===== src/source/rtp_pkg.sv =====
// ----------------------------------------------------------
// shared constants and types for the NS2009 touch scan core
// device address, conversion commands and sample format
// referenced by scoped names from the RTL blocks
// ----------------------------------------------------------

package rtp_pkg;

    localparam logic [6:0] dev_addr    = 7'h48;  // 0x90 write, 0x91 read on the wire

    localparam logic [7:0] cmd_read_x  = 8'hC0;  // x position conversion
    localparam logic [7:0] cmd_read_y  = 8'hD0;  // y position conversion
    localparam logic [7:0] cmd_read_z1 = 8'hE0;  // z1 pressure conversion

    localparam int sample_w = 12;                // converter resolution

    // two received bytes, seen as raw bytes or as a left aligned sample
    typedef union packed {
        struct packed {
            logic [7:0] hi;                      // first byte on the bus
            logic [7:0] lo;                      // second byte on the bus
        } bytes;
        struct packed {
            logic [sample_w-1:0] value;          // msb first result
            logic [3:0]          pad;            // trailing zeros from the device
        } sample;
    } rx_word_u;

    typedef enum logic [1:0] {
        axis_x  = 2'd0,
        axis_y  = 2'd1,
        axis_z1 = 2'd2
    } axis_e;

endpackage

===== src/source/rtp_ctrl.sv =====
// ----------------------------------------------------------
// NS2009 resistive touch scan controller, top level
// host four phase scan handshake in, x, y, z1 and flags out
// bus pads are split into drive low outputs and inputs
// ----------------------------------------------------------

module rtp_ctrl #(
    parameter int                           clk_div         = 62,     // 25 MHz / 400 kHz quarters
    parameter logic [rtp_pkg::sample_w-1:0] touch_threshold = 12'd100
) (
    input  logic                         clk,
    input  logic                         rst_n,
    input  logic                         scan_req,
    output logic                         scan_ack,
    output logic [rtp_pkg::sample_w-1:0] x,
    output logic [rtp_pkg::sample_w-1:0] y,
    output logic [rtp_pkg::sample_w-1:0] z1,
    output logic                         touched,
    output logic                         bus_error,
    output logic                         scl_drive_low,
    output logic                         sda_drive_low,
    input  logic                         scl_in,
    input  logic                         sda_in
);

    logic                         xfer_req;
    logic                         xfer_rd;
    logic [7:0]                   xfer_cmd;
    logic                         xfer_ack;
    logic [rtp_pkg::sample_w-1:0] xfer_sample;
    logic                         xfer_nack;
    logic                         result_valid;
    rtp_pkg::axis_e               result_axis;
    logic                         scan_done;
    logic                         scan_err;

    rtp_scan_sequencer i_rtp_scan_sequencer (
        .clk          (clk),
        .rst_n        (rst_n),
        .scan_req     (scan_req),
        .scan_ack     (scan_ack),
        .xfer_ack     (xfer_ack),
        .xfer_nack    (xfer_nack),
        .xfer_req     (xfer_req),
        .xfer_rd      (xfer_rd),
        .xfer_cmd     (xfer_cmd),
        .result_valid (result_valid),
        .result_axis  (result_axis),
        .scan_done    (scan_done),
        .scan_err     (scan_err)
    );

    rtp_i2c_master #(
        .clk_div (clk_div)
    ) i_rtp_i2c_master (
        .clk           (clk),
        .rst_n         (rst_n),
        .xfer_req      (xfer_req),
        .xfer_rd       (xfer_rd),
        .xfer_cmd      (xfer_cmd),
        .xfer_ack      (xfer_ack),
        .xfer_sample   (xfer_sample),
        .xfer_nack     (xfer_nack),
        .scl_drive_low (scl_drive_low),
        .sda_drive_low (sda_drive_low),
        .scl_in        (scl_in),
        .sda_in        (sda_in)
    );

    rtp_point_assembler #(
        .touch_threshold (touch_threshold)
    ) i_rtp_point_assembler (
        .clk          (clk),
        .rst_n        (rst_n),
        .scan_req     (scan_req),
        .result_valid (result_valid),
        .result_axis  (result_axis),
        .xfer_sample  (xfer_sample),
        .scan_done    (scan_done),
        .scan_err     (scan_err),
        .scan_ack     (scan_ack),
        .x            (x),
        .y            (y),
        .z1           (z1),
        .touched      (touched),
        .bus_error    (bus_error)
    );

endmodule


===== src/source/rtp_point_assembler.sv =====
// ----------------------------------------------------------
// collects the x, y and z1 samples of one scan, decides the
// touched flag and holds the result for the host handshake
// ----------------------------------------------------------

module rtp_point_assembler #(
    parameter logic [rtp_pkg::sample_w-1:0] touch_threshold = 12'd100
) (
    input  logic                         clk,
    input  logic                         rst_n,
    input  logic                         scan_req,
    input  logic                         result_valid,
    input  rtp_pkg::axis_e               result_axis,
    input  logic [rtp_pkg::sample_w-1:0] xfer_sample,
    input  logic                         scan_done,
    input  logic                         scan_err,
    output logic                         scan_ack,
    output logic [rtp_pkg::sample_w-1:0] x,
    output logic [rtp_pkg::sample_w-1:0] y,
    output logic [rtp_pkg::sample_w-1:0] z1,
    output logic                         touched,
    output logic                         bus_error
);

    logic scanning;
    logic scan_start;

    assign scan_start = scan_req && !scan_ack && !scanning;   // same condition as sequencer

    always_ff @(posedge clk) begin
        if (!rst_n) begin
            scanning  <= 1'b0;
            scan_ack  <= 1'b0;
            touched   <= 1'b0;
            bus_error <= 1'b0;
        end else begin
            if (scan_start) begin
                scanning  <= 1'b1;
                touched   <= 1'b0;
                bus_error <= 1'b0;
            end
            if (scan_done) begin
                scanning  <= 1'b0;
                touched   <= (z1 > touch_threshold) && !scan_err;
                bus_error <= scan_err;
                scan_ack  <= 1'b1;                             // results stable from here
            end else if (scan_ack && !scan_req) begin
                scan_ack <= 1'b0;
            end
        end
    end

    // samples not read in an aborted scan stay at zero
    always_ff @(posedge clk) begin
        if (scan_start) begin
            x  <= '0;
            y  <= '0;
            z1 <= '0;
        end else if (result_valid) begin
            case (result_axis)
                rtp_pkg::axis_x: x  <= xfer_sample;
                rtp_pkg::axis_y: y  <= xfer_sample;
                default:         z1 <= xfer_sample;
            endcase
        end
    end

endmodule


===== src/source/rtp_scan_sequencer.sv =====
// ----------------------------------------------------------
// scan sequencer for the NS2009 controller
// on a host request it runs a command write and a sample read
// for x, y and z1 in turn through the I2C engine handshake
// ----------------------------------------------------------

module rtp_scan_sequencer (
    input  logic                clk,
    input  logic                rst_n,
    input  logic                scan_req,
    input  logic                scan_ack,
    input  logic                xfer_ack,
    input  logic                xfer_nack,
    output logic                xfer_req,
    output logic                xfer_rd,
    output logic [7:0]          xfer_cmd,
    output logic                result_valid,   // sample on xfer_sample this cycle
    output rtp_pkg::axis_e      result_axis,
    output logic                scan_done,
    output logic                scan_err
);

    typedef enum logic [2:0] {
        s_idle,
        s_write,        // command write outstanding
        s_write_rel,    // wait for xfer_ack to drop
        s_read,         // sample read outstanding
        s_read_rel,
        s_host          // wait for the host ack to rise
    } seq_e;

    seq_e           state;
    rtp_pkg::axis_e axis;

    assign xfer_req     = (state == s_write) || (state == s_read);
    assign xfer_rd      = (state == s_read);
    assign result_valid = (state == s_read) && xfer_ack && !xfer_nack;
    assign result_axis  = axis;

    always_comb begin
        case (axis)
            rtp_pkg::axis_x: xfer_cmd = rtp_pkg::cmd_read_x;
            rtp_pkg::axis_y: xfer_cmd = rtp_pkg::cmd_read_y;
            default:         xfer_cmd = rtp_pkg::cmd_read_z1;
        endcase
    end

    always_ff @(posedge clk) begin
        if (!rst_n) begin
            state     <= s_idle;
            axis      <= rtp_pkg::axis_x;
            scan_done <= 1'b0;
            scan_err  <= 1'b0;
        end else begin
            scan_done <= 1'b0;                                  // one cycle pulses
            scan_err  <= 1'b0;
            case (state)
                s_idle: begin
                    if (scan_req && !scan_ack) begin
                        axis  <= rtp_pkg::axis_x;
                        state <= s_write;
                    end
                end
                s_write: begin
                    if (xfer_ack) begin
                        if (xfer_nack) begin                    // abort the scan
                            scan_done <= 1'b1;
                            scan_err  <= 1'b1;
                            state     <= s_host;
                        end else begin
                            state <= s_write_rel;
                        end
                    end
                end
                s_write_rel: begin
                    if (!xfer_ack) state <= s_read;
                end
                s_read: begin
                    if (xfer_ack) begin
                        if (xfer_nack || (axis == rtp_pkg::axis_z1)) begin
                            scan_done <= 1'b1;
                            scan_err  <= xfer_nack;
                            state     <= s_host;
                        end else begin
                            state <= s_read_rel;
                        end
                    end
                end
                s_read_rel: begin
                    if (!xfer_ack) begin
                        axis  <= (axis == rtp_pkg::axis_x) ? rtp_pkg::axis_y : rtp_pkg::axis_z1;
                        state <= s_write;
                    end
                end
                default: begin
                    if (!xfer_ack && scan_ack) state <= s_idle;   // result now with host
                end
            endcase
        end
    end

endmodule


===== src/source/rtp_i2c_master.sv =====
// ----------------------------------------------------------
// I2C transaction engine for the NS2009
// one request runs start, address, command write or two byte
// read, then stop, and is answered with xfer_ack
// SCL bit is four divided ticks: low, setup, release, sample
// ----------------------------------------------------------

module rtp_i2c_master #(
    parameter int clk_div = 62                        // clocks per quarter bit
) (
    input  logic                         clk,
    input  logic                         rst_n,
    input  logic                         xfer_req,    // held until xfer_ack
    input  logic                         xfer_rd,     // 1 = two byte read
    input  logic [7:0]                   xfer_cmd,    // command byte for writes
    output logic                         xfer_ack,
    output logic [rtp_pkg::sample_w-1:0] xfer_sample,
    output logic                         xfer_nack,
    output logic                         scl_drive_low,
    output logic                         sda_drive_low,
    input  logic                         scl_in,
    input  logic                         sda_in
);

    localparam int div_w = (clk_div > 1) ? $clog2(clk_div) : 1;

    typedef enum logic [2:0] {
        st_idle,
        st_start,
        st_addr,
        st_write,
        st_read_hi,
        st_read_lo,
        st_stop,
        st_done
    } state_e;

    state_e           state;
    logic [1:0]       phase;                          // quarter of the current bit
    logic [3:0]       bit_cnt;                        // 0..7 data, 8 = ack slot
    logic [div_w-1:0] div_cnt;
    logic             busy;
    logic             tick;
    logic             last_bit;
    logic [7:0]       tx_byte;
    rtp_pkg::rx_word_u rx;

    assign busy     = (state != st_idle) && (state != st_done);
    assign tick     = busy && (div_cnt == div_w'(clk_div - 1));
    assign last_bit = (bit_cnt == 4'd8);
    assign tx_byte  = (state == st_addr) ? {rtp_pkg::dev_addr, xfer_rd} : xfer_cmd;

    assign xfer_ack    = (state == st_done);          // held until the request drops
    assign xfer_sample = rx.sample.value;

    // quarter bit divider, parked at zero between transactions
    always_ff @(posedge clk) begin
        if (!rst_n) begin
            div_cnt <= '0;
        end else if (!busy || tick) begin
            div_cnt <= '0;
        end else begin
            div_cnt <= div_cnt + 1'b1;
        end
    end

    always_ff @(posedge clk) begin
        if (!rst_n) begin
            state         <= st_idle;
            phase         <= 2'd0;
            bit_cnt       <= 4'd0;
            scl_drive_low <= 1'b0;                    // bus released
            sda_drive_low <= 1'b0;
            xfer_nack     <= 1'b0;
        end else begin
            case (state)
                st_idle: begin
                    phase   <= 2'd0;
                    bit_cnt <= 4'd0;
                    if (xfer_req && scl_in && sda_in) begin  // only from a free bus
                        xfer_nack <= 1'b0;
                        state     <= st_start;
                    end
                end
                st_done: begin
                    if (!xfer_req) state <= st_idle;  // four phase return
                end
                default: begin
                    if (tick) begin
                        phase <= phase + 2'd1;
                        case (phase)
                            2'd0: begin
                                if (state != st_start) scl_drive_low <= 1'b1;  // scl low
                            end
                            2'd1: begin                              // sda moves, scl low
                                case (state)
                                    st_start:   sda_drive_low <= 1'b1;  // start, scl high
                                    st_addr,
                                    st_write:   sda_drive_low <= last_bit ? 1'b0 :
                                                    ~tx_byte[3'd7 - bit_cnt[2:0]];
                                    st_read_hi: sda_drive_low <= last_bit;  // master ack
                                    st_read_lo: sda_drive_low <= 1'b0;      // master nack
                                    default:    sda_drive_low <= 1'b1;      // stop setup
                                endcase
                            end
                            2'd2: begin
                                scl_drive_low <= 1'b0;           // release scl high
                            end
                            default: begin                       // sample while scl high
                                case (state)
                                    st_start: begin
                                        bit_cnt <= 4'd0;
                                        state   <= st_addr;
                                    end
                                    st_addr,
                                    st_write: begin
                                        if (!last_bit) begin
                                            bit_cnt <= bit_cnt + 4'd1;
                                        end else begin
                                            bit_cnt <= 4'd0;
                                            if (sda_in) begin        // slave nack
                                                xfer_nack <= 1'b1;
                                                state     <= st_stop;
                                            end else if (state == st_write) begin
                                                state <= st_stop;
                                            end else begin
                                                state <= xfer_rd ? st_read_hi : st_write;
                                            end
                                        end
                                    end
                                    st_read_hi,
                                    st_read_lo: begin
                                        if (!last_bit) begin
                                            bit_cnt <= bit_cnt + 4'd1;
                                        end else begin
                                            bit_cnt <= 4'd0;
                                            state   <= (state == st_read_hi) ? st_read_lo :
                                                                              st_stop;
                                        end
                                    end
                                    default: begin               // stop, sda rises
                                        sda_drive_low <= 1'b0;
                                        state         <= st_done;
                                    end
                                endcase
                            end
                        endcase
                    end
                end
            endcase
        end
    end

    // receive shifter, msb first through the byte view
    always_ff @(posedge clk) begin
        if (tick && (phase == 2'd3) && !last_bit) begin
            if (state == st_read_hi) begin
                rx.bytes.hi <= {rx.bytes.hi[6:0], sda_in};
            end else if (state == st_read_lo) begin
                rx.bytes.lo <= {rx.bytes.lo[6:0], sda_in};
            end
        end
    end

endmodule


===== config.mk =====
export PLATFORM = sky130hd
export DESIGN_NAME = rtp_ctrl
export DESIGN_NICKNAME = d
export VERILOG_FILES = /design/src/source/rtp_pkg.sv /design/src/source/rtp_ctrl.sv /design/src/source/rtp_point_assembler.sv /design/src/source/rtp_scan_sequencer.sv /design/src/source/rtp_i2c_master.sv
export SDC_FILE = /design/constraint.sdc
export NUM_CORES = 1
export LEC_CHECK = 0
export BUFFER_PORTS_ARGS = -buffer_cell sky130_fd_sc_hd__buf_2
export CAP_MARGIN = 20
export CORE_UTILIZATION = 61
export CTS_CLUSTER_SIZE = 14
export DETAILED_ROUTE_END_ITERATION = 10
export PLACE_DENSITY = 0.82
export REMOVE_ABC_BUFFERS = 1
export SETUP_SLACK_MARGIN = 0.02
export SKIP_LAST_GASP = 1
export SLEW_MARGIN = 20
export SYNTH_ARGS = -nofsm -noshare
export SYNTH_HDL_FRONTEND = slang
export SYNTH_SLANG_ARGS = --single-unit

===== constraint.sdc =====
create_clock -name clk -period 4.8 [get_ports clk]
set_clock_uncertainty 0.15 [all_clocks]
set_input_delay 0.24 -clock clk [delete_from_list [all_inputs] [get_ports clk]]
set_output_delay 0.24 -clock clk [all_outputs]
set_load 0.01 [all_outputs]

==> results.ini, run 1 <==
[setup_path]
end_kind=flip-flop
reg2reg_slack_ns=1.61
path_class=flip-flop to flip-flop
critPathLaunchType=flip-flop
worstReg2RegStart=i_rtp_i2c_master.state[0]
critPathRequiredTime_ns=4.88
path_max_fanout=19
rr_endpoint=i_rtp_point_assembler.y[8]
reg2reg_depth=5
cp_data_arrival_time_ns=3.27

[routing]
routed_wl_mm=6.91
num_vias=2738
viasPerCell=5.76
drt_iter0_drc=276
antenna_left=0
drt-wirelength-per-cell_um=14.5
dr.pass1.iters=4
drc=0

[power_and_ir_drop]
powerDensity_nw_per_um2=304
p_total_mw=1.17
ir_drop_mv=0.206
p_leak_nw=1.57

[floorplanning]
ios=46
rows=27
die_h_um=77.3
dieArea_sq_um=5970
fp.dieW_um=77.3
start_util_pct=63.1
coreArea_sq_um=5470

[sta]
max_freq_mhz=313
finalMaxSlewViolations=0
worst_pin_slew_ns=0.827
timing.final.crit_period_ns=3.19
post-route-period-util_pct=66.5
hold_viol=0
setup_viol=0
slew_headroom_pct=44.8
timing.setup.tns_ns=0
rsz0062_at_grt=false
fin_hold_ws_ns=0.00807

[worst_hold_path]
hp-class=primary input to flip-flop
min_delay_worst_endpoint=i_rtp_point_assembler.scan_ack
min_path_cells=3
hold_start=scan_req

[layout]
fillers=461
regArea_sq_um=1780
drive_gt1_share_pct=15.9
instances_no_fill=475
antennaDiodeCount=0
multi_input_area_sq_um=1530
syn2layout_area_growth_pct=11.4
layout.nets=412

[outcome]
status=completed

[clock_tree]
cts_tree=built
htreeDepth=3
cts_sinks=81
numCtsBuffers=9
cts.clk_slew.worst_paths_ns=0.08
clockBufferDepth=2
cts_root_buf=clkbuf_8
cts_setup_buffers=0
hold_buffers=0
clk_latency_ns=0.35
cts-resized-gates=0

[synthesis]
async_flop_share_pct=0
syn_inst=364
synth.distinct_cells=46
ys_seq_elements=81
synth_edf_count=16
synth_area_per_cell_sq_um=9.49
synth_flop_cell=dfxtp_1
synth_top_cell_area_share_pct=37.7
yosys_warnings=0
seq_area_frac_synth_pct=51.6
syn_area_sq_um=3450
yosys.area.top_type=dfxtp_1
synthTopCellsByArea=dfxtp_1 (38%), edfxtp_1 (14%), mux2i_1 (7.8%), nor2_1 (5.3%), nand2_1 (3.7%)

[placed_design]
hpwlAfterDp_mm=4.81
routabilityCongestion=0.900
dp_cells=459
io_buffers=45

[global_route]
grt_pass1_vias=2483
overflow=0
grt_pass1_wl_mm=11.5
grt_antenna_before_repair=0
globalRouteTotalUtil_pct=24.7
grt_max_degree=39

[flow_run]
maxCapViolations=0

[power breakdown]
part           internal, mW  switching (mW)  leakage, nW
logic               0.00928          0.0203        0.812
registers             0.692         0.00383        0.668
clock network         0.203           0.241       0.0945
total                 0.904           0.265         1.57
[logic make-up (layout without fill, tap and decap cells)]
| kind of cell | Yosys count | count (layout) | share of synthesized area [%] |
|---|---|---|---|
| DFF | 81 | 81 | 51.6 |
| adders and majority gates | 9 | 9 | 3.26 |
| AOI/OAI and AO/OA | 63 | 63 | 11.8 |
| muxes | 27 | 27 | 7.82 |
| xor gates and xnor gates | 5 | 5 | 1.27 |
| buffers and inverters | 32 | 71 | 4.09 |
| and+or+nand+nor | 147 | 147 | 20.2 |
[metrics by stage]
| stage | instance area (sq um) | setup slack, ns | util (%) |
|---|---|---|---|
| 2_1_floorplan | 3350 | 2.20 | - |
| 3_3_place_gp | 3670 | 1.80 | 67.1 |
| 3_5_place_dp | 3670 | 1.66 | 67.1 |
| 4_1_cts | 3850 | 1.62 | 70.3 |
| 5_1_grt | 3850 | 1.39 | 70.3 |
| 6_report | 3850 | 1.61 | 70.3 |
[layout make-up]
class                      count  area share [%]
clock buffer                  10            3.57
clock inverter                 6            1.04
inverter                       9           0.877
multi-input combinational    251            39.8
sequential                    81            46.3
tap                           72            2.34
timing repair buffer          46            6.04
[flip-flops by register name, indices dropped and copies added, names as in the netlist, 2 cells and up]
signal and cells:
i_rtp_point_assembler.z1 12, i_rtp_i2c_master.rx 16, i_rtp_point_assembler.x 12, i_rtp_i2c_master.state 3, i_rtp_point_assembler.y 12, i_rtp_i2c_master.bit_cnt 4, i_rtp_scan_sequencer.result_axis 2, i_rtp_scan_sequencer.state 3
i_rtp_i2c_master.phase 2, i_rtp_i2c_master.div_cnt 6
[critical path, stage by stage, from the launching register on]
cell and delay [ns]:
dfxtp_1 0.68, and3_1 0.46, and4b_1 0.60, nor3b_4 0.79, mux2i_1 0.32, nor2_1 0.06
[Yosys cell counts (all sizes together), types with 3 or more instances]
cell / number
nand4: 4
clkbuf: 17
dfxtp: 65
nand2: 34
nor3: 12
nor3b: 4
buf: 6
o21ai: 8
a211oi: 3
mux2i: 27
o211ai: 5
or3: 4
inv: 9
nor2: 49
xnor2: 3
and3: 6
nand3: 21
nor2b: 5
a31oi: 5
edfxtp: 16
a21oi: 24
ha: 9
[how the worst max path moves through the flow]
stage / start / slack, ns / to
after floorplan: i_rtp_i2c_master.state[0] / 2.20 / i_rtp_point_assembler.y[0]
after global placement: i_rtp_i2c_master.state[0] / 1.80 / i_rtp_point_assembler.y[0]
after detailed placement: i_rtp_i2c_master.state[0] / 1.66 / i_rtp_point_assembler.y[8]
after CTS: i_rtp_i2c_master.state[0] / 1.62 / i_rtp_point_assembler.y[8]
after global routing: i_rtp_i2c_master.state[0] / 1.39 / i_rtp_point_assembler.y[0]
final: i_rtp_i2c_master.state[0] / 1.61 / i_rtp_point_assembler.y[8]
[per-layer routing]
layer | up-vias | part of all wire (%) | track usage (%)
met3 | 8 | 4.6 | 6.43
met5 | - | 0 | 0
met2 | 79 | 50 | 39.8
met4 | 0 | 0.91 | 10.2
li1 | 1360 | - | -
met1 | 1291 | 45 | 31.3
[cell usage in the layout, fill, tap and decap left out, drive strengths merged, types with 3 or more instances in the layout]
cell type  netlist  final
o211ai           5      5
nand3           21     21
nor2            49     49
ha               9      9
nor2b            5      5
xnor2            3      3
nand2           34     34
mux2i           27     27
dfxtp           65     65
a211oi           3      3
edfxtp          16     16
a31oi            5      5
and3             6      6
nor3b            4      4
nor3            12     12
nand4            4      4
o21ai            8      8
clkbuf          17     10
inv              9     11
buf              6     46
a21oi           24     24
clkinv           0      4
or3              4      4
No activity file was read; power rests on OpenSTA's default activity.
==> inputs of run 2 (changes only) <==
CORE_UTILIZATION = 51   (was 61)
PLACE_DENSITY = 0.73   (was 0.82)
clock period = 2.78 ns   (was 4.8 ns; I/O delays follow)
==> run 2 against run 1 <==
The run now ends with design-rule violations left. Register-to-register slack got worse by 1.0 ns. Sequential share of layout area down 1.8 points. Flip-flop and latch count unchanged. Count of clock-buffer cells in the layout is the same. Sequential power is 72% higher. Routed wire length grew 3.4%. Hold slack improved by 0.27 ns. Final area increased by 3.9%. Critical path depth up 1. Worst setup slack lost 1.0 ns. Global-route usage decreased by 3.3 points.
==> results.ini, run 2 (synthesis gave the netlist of run 1 again) <==
[sta]
rsz0062_at_grt=false
setup_viol=0
finalMaxSlewViolations=0
timing.final.crit_period_ns=2.21
timing.setup.tns_ns=0
post-route-period-util_pct=79.5
slew_headroom_pct=51.3
hold_viol=0
max_freq_mhz=452
worst_pin_slew_ns=0.730

[floorplanning]
die_h_um=84.3
ios=46
start_util_pct=53.5
dieArea_sq_um=7110
fp.dieW_um=84.3
coreArea_sq_um=6460
rows=29

[routing]
num_vias=2768
antenna_left=0
viasPerCell=5.65
drc=5
dr.pass1.iters=7
drt_iter0_drc=144
drt-wirelength-per-cell_um=14.6
routed_wl_mm=7.14

[setup_path]
slowest_stage=nor2_1
cp_cell_sequence=inv_1, ha_1, nand3b_1, and3_1, nand2_1, nor2_1
cpPeakStageDelay_ns=0.49
crit_end=i_rtp_i2c_master.rx[9]
path_class=flip-flop to flip-flop
path_max_fanout=8
cp_data_arrival_time_ns=2.05
crit_start=i_rtp_i2c_master.bit_cnt[0]
rr_endpoint=i_rtp_i2c_master.rx[9]
critPathLaunchType=flip-flop
critPathRequiredTime_ns=2.62
reg2reg_slack_ns=0.57
end_kind=flip-flop
reg2reg_depth=6
worstReg2RegStart=i_rtp_i2c_master.bit_cnt[0]

[layout]
regMostFlops=i_rtp_i2c_master.rx
drive_gt1_share_pct=17.2
largest_reg_flops=16
syn2layout_area_growth_pct=15.8
final_area_sq_um=4000
mostFrequentLayoutCell=dfxtp_1
antennaDiodeCount=0
fillers=557
final_cell_mix=dfxtp_1 (65), nor2_1 (48), buf_2 (45)
layout.nets=422

[clock_tree]
cts_sinks=81
cts.clk_slew.worst_paths_ns=0.09
cts_tree=built
clockBufferDepth=2
cts_root_buf=clkbuf_8
cts_setup_buffers=0
htreeDepth=3
clk_latency_ns=0.36
numCtsBuffers=9

[global_route]
grt_antenna_before_repair=0
overflow=0
grt_max_degree=23
globalRouteTotalUtil_pct=21.4
grt_pass1_vias=2604
grt_pass1_wl_mm=12.0

[power_and_ir_drop]
ir_drop_mv=0.313
clockPowerShare_pct=43.1
p_sw_share_pct=23.1
comb_power_share_pct=2.9
power_frac_seq_pct=54.0
p_leak_nw=1.65
p_switching_mw=0.513
powerDensity_nw_per_um2=555
p_int_mw=1.71

[placed_design]
routabilityCongestion=0.891
dpl-instance-area_sq_um=3740
io_buffers=45
hpwlAfterDp_mm=4.97

[outcome]
violations=design-rule violations
status=finished with violations

[worst_hold_path]
hp-class=flip-flop to flip-flop

[flow_run]
maxCapViolations=0

==> run 2: changes by cell type in the layout (fill, tap and decap cells not counted), sizes merged <==
cell | before | now
dlygate4sd3 | 0 | 4
clkinv | 4 | 0
bufinv | 0 | 1
buf | 46 | 52
inv | 11 | 14
==> run 2: worst max-delay path: cells and delay by family (launching register included) <==
family / cells / cell delay [ns]
simple gates: 4 / 0.98
flops: 1 / 0.46
fa+ha+maj: 1 / 0.19
buf+inv: 1 / 0.07
==> run 2: what timing repair did <==
action,CTS,global route
gates resized for setup,0,0
hold buffers,4,0
endpoints found under the hold margin,5,0
==> run 2: final cells by class <==
type / instances / area [sq um] / area share [%]
clock buffer: 10 / 149 / 3.72
clock inverter: 6 / 76.3 / 1.91
inverter: 9 / 33.8 / 0.844
multi-input combinational: 251 / 1530 / 38.3
sequential: 81 / 1780 / 44.5
tap: 77 / 96.3 / 2.41
timing repair buffer: 56 / 330 / 8.26
==> run 2: worst min path at each step <==
stage	start	depth (start not counted)	slack [ns]	end
6_report	i_rtp_i2c_master.rx[0]	0	0.28	i_rtp_i2c_master.rx[1]
5_1_grt	i_rtp_i2c_master.rx[1]	0	0.28	i_rtp_i2c_master.rx[2]
4_1_cts	i_rtp_i2c_master.rx[0]	0	0.28	i_rtp_i2c_master.rx[1]
3_5_place_dp	i_rtp_i2c_master.rx[0]	0	0.26	i_rtp_i2c_master.rx[1]
3_3_place_gp	scan_req	3	0.25	i_rtp_point_assembler.scan_ack
2_1_floorplan	sda_in	0	0.09	i_rtp_i2c_master.rx[0]
==> run 2: per-layer routing <==
| layer | GRT usage, % | up-vias | share of wire, % |
|---|---|---|---|
| met3 | 4.82 | 12 | 3.8 |
| li1 | - | 1377 | - |
| met4 | 9.56 | 0 | 1.5 |
| met5 | 0 | - | 0 |
| met2 | 35.2 | 63 | 47 |
| met1 | 27.0 | 1316 | 48 |
==> run 2: power groups by stage <==
| stage | registers (mW) | clock network, mW | logic [mW] |
|---|---|---|---|
| 2_1_floorplan | 1.23 | 0 | 0.0315 |
| 3_3_place_gp | 1.23 | 0 | 0.0584 |
| 3_5_place_dp | 1.23 | 0 | 0.0589 |
| 4_1_cts | 1.20 | 0.976 | 0.0633 |
| 5_1_grt | 1.20 | 1.02 | 0.0710 |
| 6_report | 1.20 | 0.958 | 0.0642 |
==> run 2: stage by stage <==
step                      hold slack, ns  power (mW)  std cells  util [%]  worst slack [ns]
after floorplan                   0.0879        1.26        341         -             0.183
after global placement             0.250        1.28        470      57.8             0.633
after detailed placement           0.257        1.28        470      57.8             0.562
after CTS                          0.278        2.24        490      62.0             0.564
after global routing               0.282        2.29        490      62.0             0.390
final                              0.280        2.22        490      62.0             0.569
==> inputs of run 3 (changes only) <==
CORE_UTILIZATION = 57   (was 51)
PLACE_DENSITY = 0.77   (was 0.73)
clock period = 2.05 ns   (was 2.78 ns; I/O delays follow)
==> run 3 against run 2 <==
The flow now finishes without violations. Global-route usage increased by 4.1 points. Worst setup slack got worse by 0.38 ns. Maximum frequency increased by 19%. Flip-flop and latch count unchanged. Cell count increased by 1.6%. Non-clock buffer count increased by 13. Register-to-register slack got worse by 0.38 ns. Die area decreased by 10%.
==> results.ini, run 3 (synthesis gave the netlist of run 1 again) <==
[outcome]
status=completed

[worst_hold_path]
hp-class=flip-flop to flip-flop
min_path_cells=0

[floorplanning]
dieArea_sq_um=6380
coreArea_sq_um=5680
ios=46
fp.dieW_um=79.9
rows=27
start_util_pct=60.9
die_h_um=79.9

[routing]
viasPerCell=5.70
drc=0
dr.pass1.iters=4
routed_wl_mm=7.37
antenna_left=0
drt-wirelength-per-cell_um=14.8
num_vias=2839
drt_iter0_drc=139

[sta]
timing.final.crit_period_ns=1.86
setup_viol=0
post-route-period-util_pct=91.0
slew_headroom_pct=63.6
hold_viol=0
worst_pin_slew_ns=0.540
rsz0062_at_grt=false
timing.setup.tns_ns=0
max_freq_mhz=536
finalMaxSlewViolations=0
layout_setup_ws_ns=0.185

[power_and_ir_drop]
powerDensity_nw_per_um2=678
ir_drop_mv=0.739
p_leak_nw=1.68

[global_route]
grt_max_degree=37
globalRouteTotalUtil_pct=25.5
grt_pass1_vias=2607
grt_pass1_wl_mm=12.3
grt_antenna_before_repair=0
overflow=0

[clock_tree]
cts_tree=built
htreeDepth=3
clockBufferDepth=2
cts_root_buf=clkbuf_8
clk_latency_ns=0.35
cts.clk_slew.worst_paths_ns=0.08
numCtsBuffers=9
cts_sinks=81

[placed_design]
hpwlAfterDp_mm=5.10
io_buffers=45
dpl-instance-area_sq_um=3820
pre_cts_ws_ns=0.146
routabilityCongestion=0.900

[layout]
drive_gt1_share_pct=20.9
regMostFlops=i_rtp_i2c_master.rx
final_cell_mix=dfxtp_1 (64), nor2_1 (48), buf_2 (45)
fillers=453
mostFrequentLayoutCell=dfxtp_1
final_area_sq_um=4060
largest_reg_flops=16
fin_util_pct=71.5
layout.nets=435
antennaDiodeCount=0
syn2layout_area_growth_pct=17.5

[setup_path]
critPathRequiredTime_ns=2.14
path_class=flip-flop to flip-flop
end_kind=flip-flop
cp_data_arrival_time_ns=1.96
cp_cell_sequence=inv_1, ha_1, nand3b_1, buf_4, a21oi_1, and3b_1, a21oi_2, a41o_1
reg2reg_depth=8
critPathLaunchType=flip-flop
path_max_fanout=8
slowest_stage=dfxtp_1
cpPeakStageDelay_ns=0.46

[flow_run]
maxCapViolations=0

run 3: critical path: cells and delay by family (launching register included):
| kind | cells | cell delay [ns] |
|---|---|---|
| flip-flops | 1 | 0.46 |
| AO/OA/AOI/OAI | 3 | 0.38 |
| AND/OR/NAND/NOR | 2 | 0.33 |
| buffers and inverters | 2 | 0.23 |
| adder cells (fa/ha/maj) | 1 | 0.19 |
run 3: layout make-up:
type                       count  area, sq um  share of cell area (%)
sequential                    81         1780                    43.9
multi-input combinational    251         1550                    38.1
timing repair buffer          69          428                    10.5
clock buffer                   9          124                    3.05
tap                           72         90.1                    2.22
clock inverter                 7         53.8                    1.33
inverter                       9         33.8                   0.833
run 3: through the flow:
stage	std cells	total power, mW	hold WS (ns)
global placement	477	1.74	0.213
floorplan	341	1.71	0.0514
detailed placement	477	1.74	0.249
finish	498	2.75	0.283
CTS	497	2.77	0.285
global route	498	2.84	0.288
run 3: what timing repair did:
| action | in CTS | in global routing |
|---|---|---|
| buffers inserted | 0 | 1 |
| resized for setup | 0 | 5 |
| setup endpoints to repair | 0 | 34 |
| endpoints found under the hold margin | 5 | 0 |
| hold buffers | 4 | 0 |
run 3: path summary, 6_finish.rpt:
path / end / startpoint / slack, ns
worst min register to register: i_rtp_i2c_master.rx[2] / i_rtp_i2c_master.rx[1] / 0.28
worst max-delay path: i_rtp_i2c_master.state[2] / i_rtp_i2c_master.bit_cnt[0] / 0.19
worst max register to register: i_rtp_i2c_master.state[2] / i_rtp_i2c_master.bit_cnt[0] / 0.19
worst min-delay path: i_rtp_i2c_master.rx[2] / i_rtp_i2c_master.rx[1] / 0.28
run 3: layer usage:
| metal | track usage (%) | share of wire, % | up-vias | wire (um) |
|---|---|---|---|---|
| met5 | 0 | 0 | - | 0 |
| met2 | 41.3 | 48 | 83 | 3520 |
| met3 | 8.11 | 5.7 | 11 | 421 |
| met1 | 32.3 | 45 | 1343 | 3330 |
| li1 | - | - | 1402 | - |
| met4 | 7.86 | 1.4 | 0 | 105 |
run 3: where the power goes:
part           leakage, nW  switching, mW  internal [mW]
clock network       0.0822          0.594          0.447
logic                0.925         0.0554         0.0306
registers            0.668        0.00452           1.62
total                 1.68          0.654           2.10
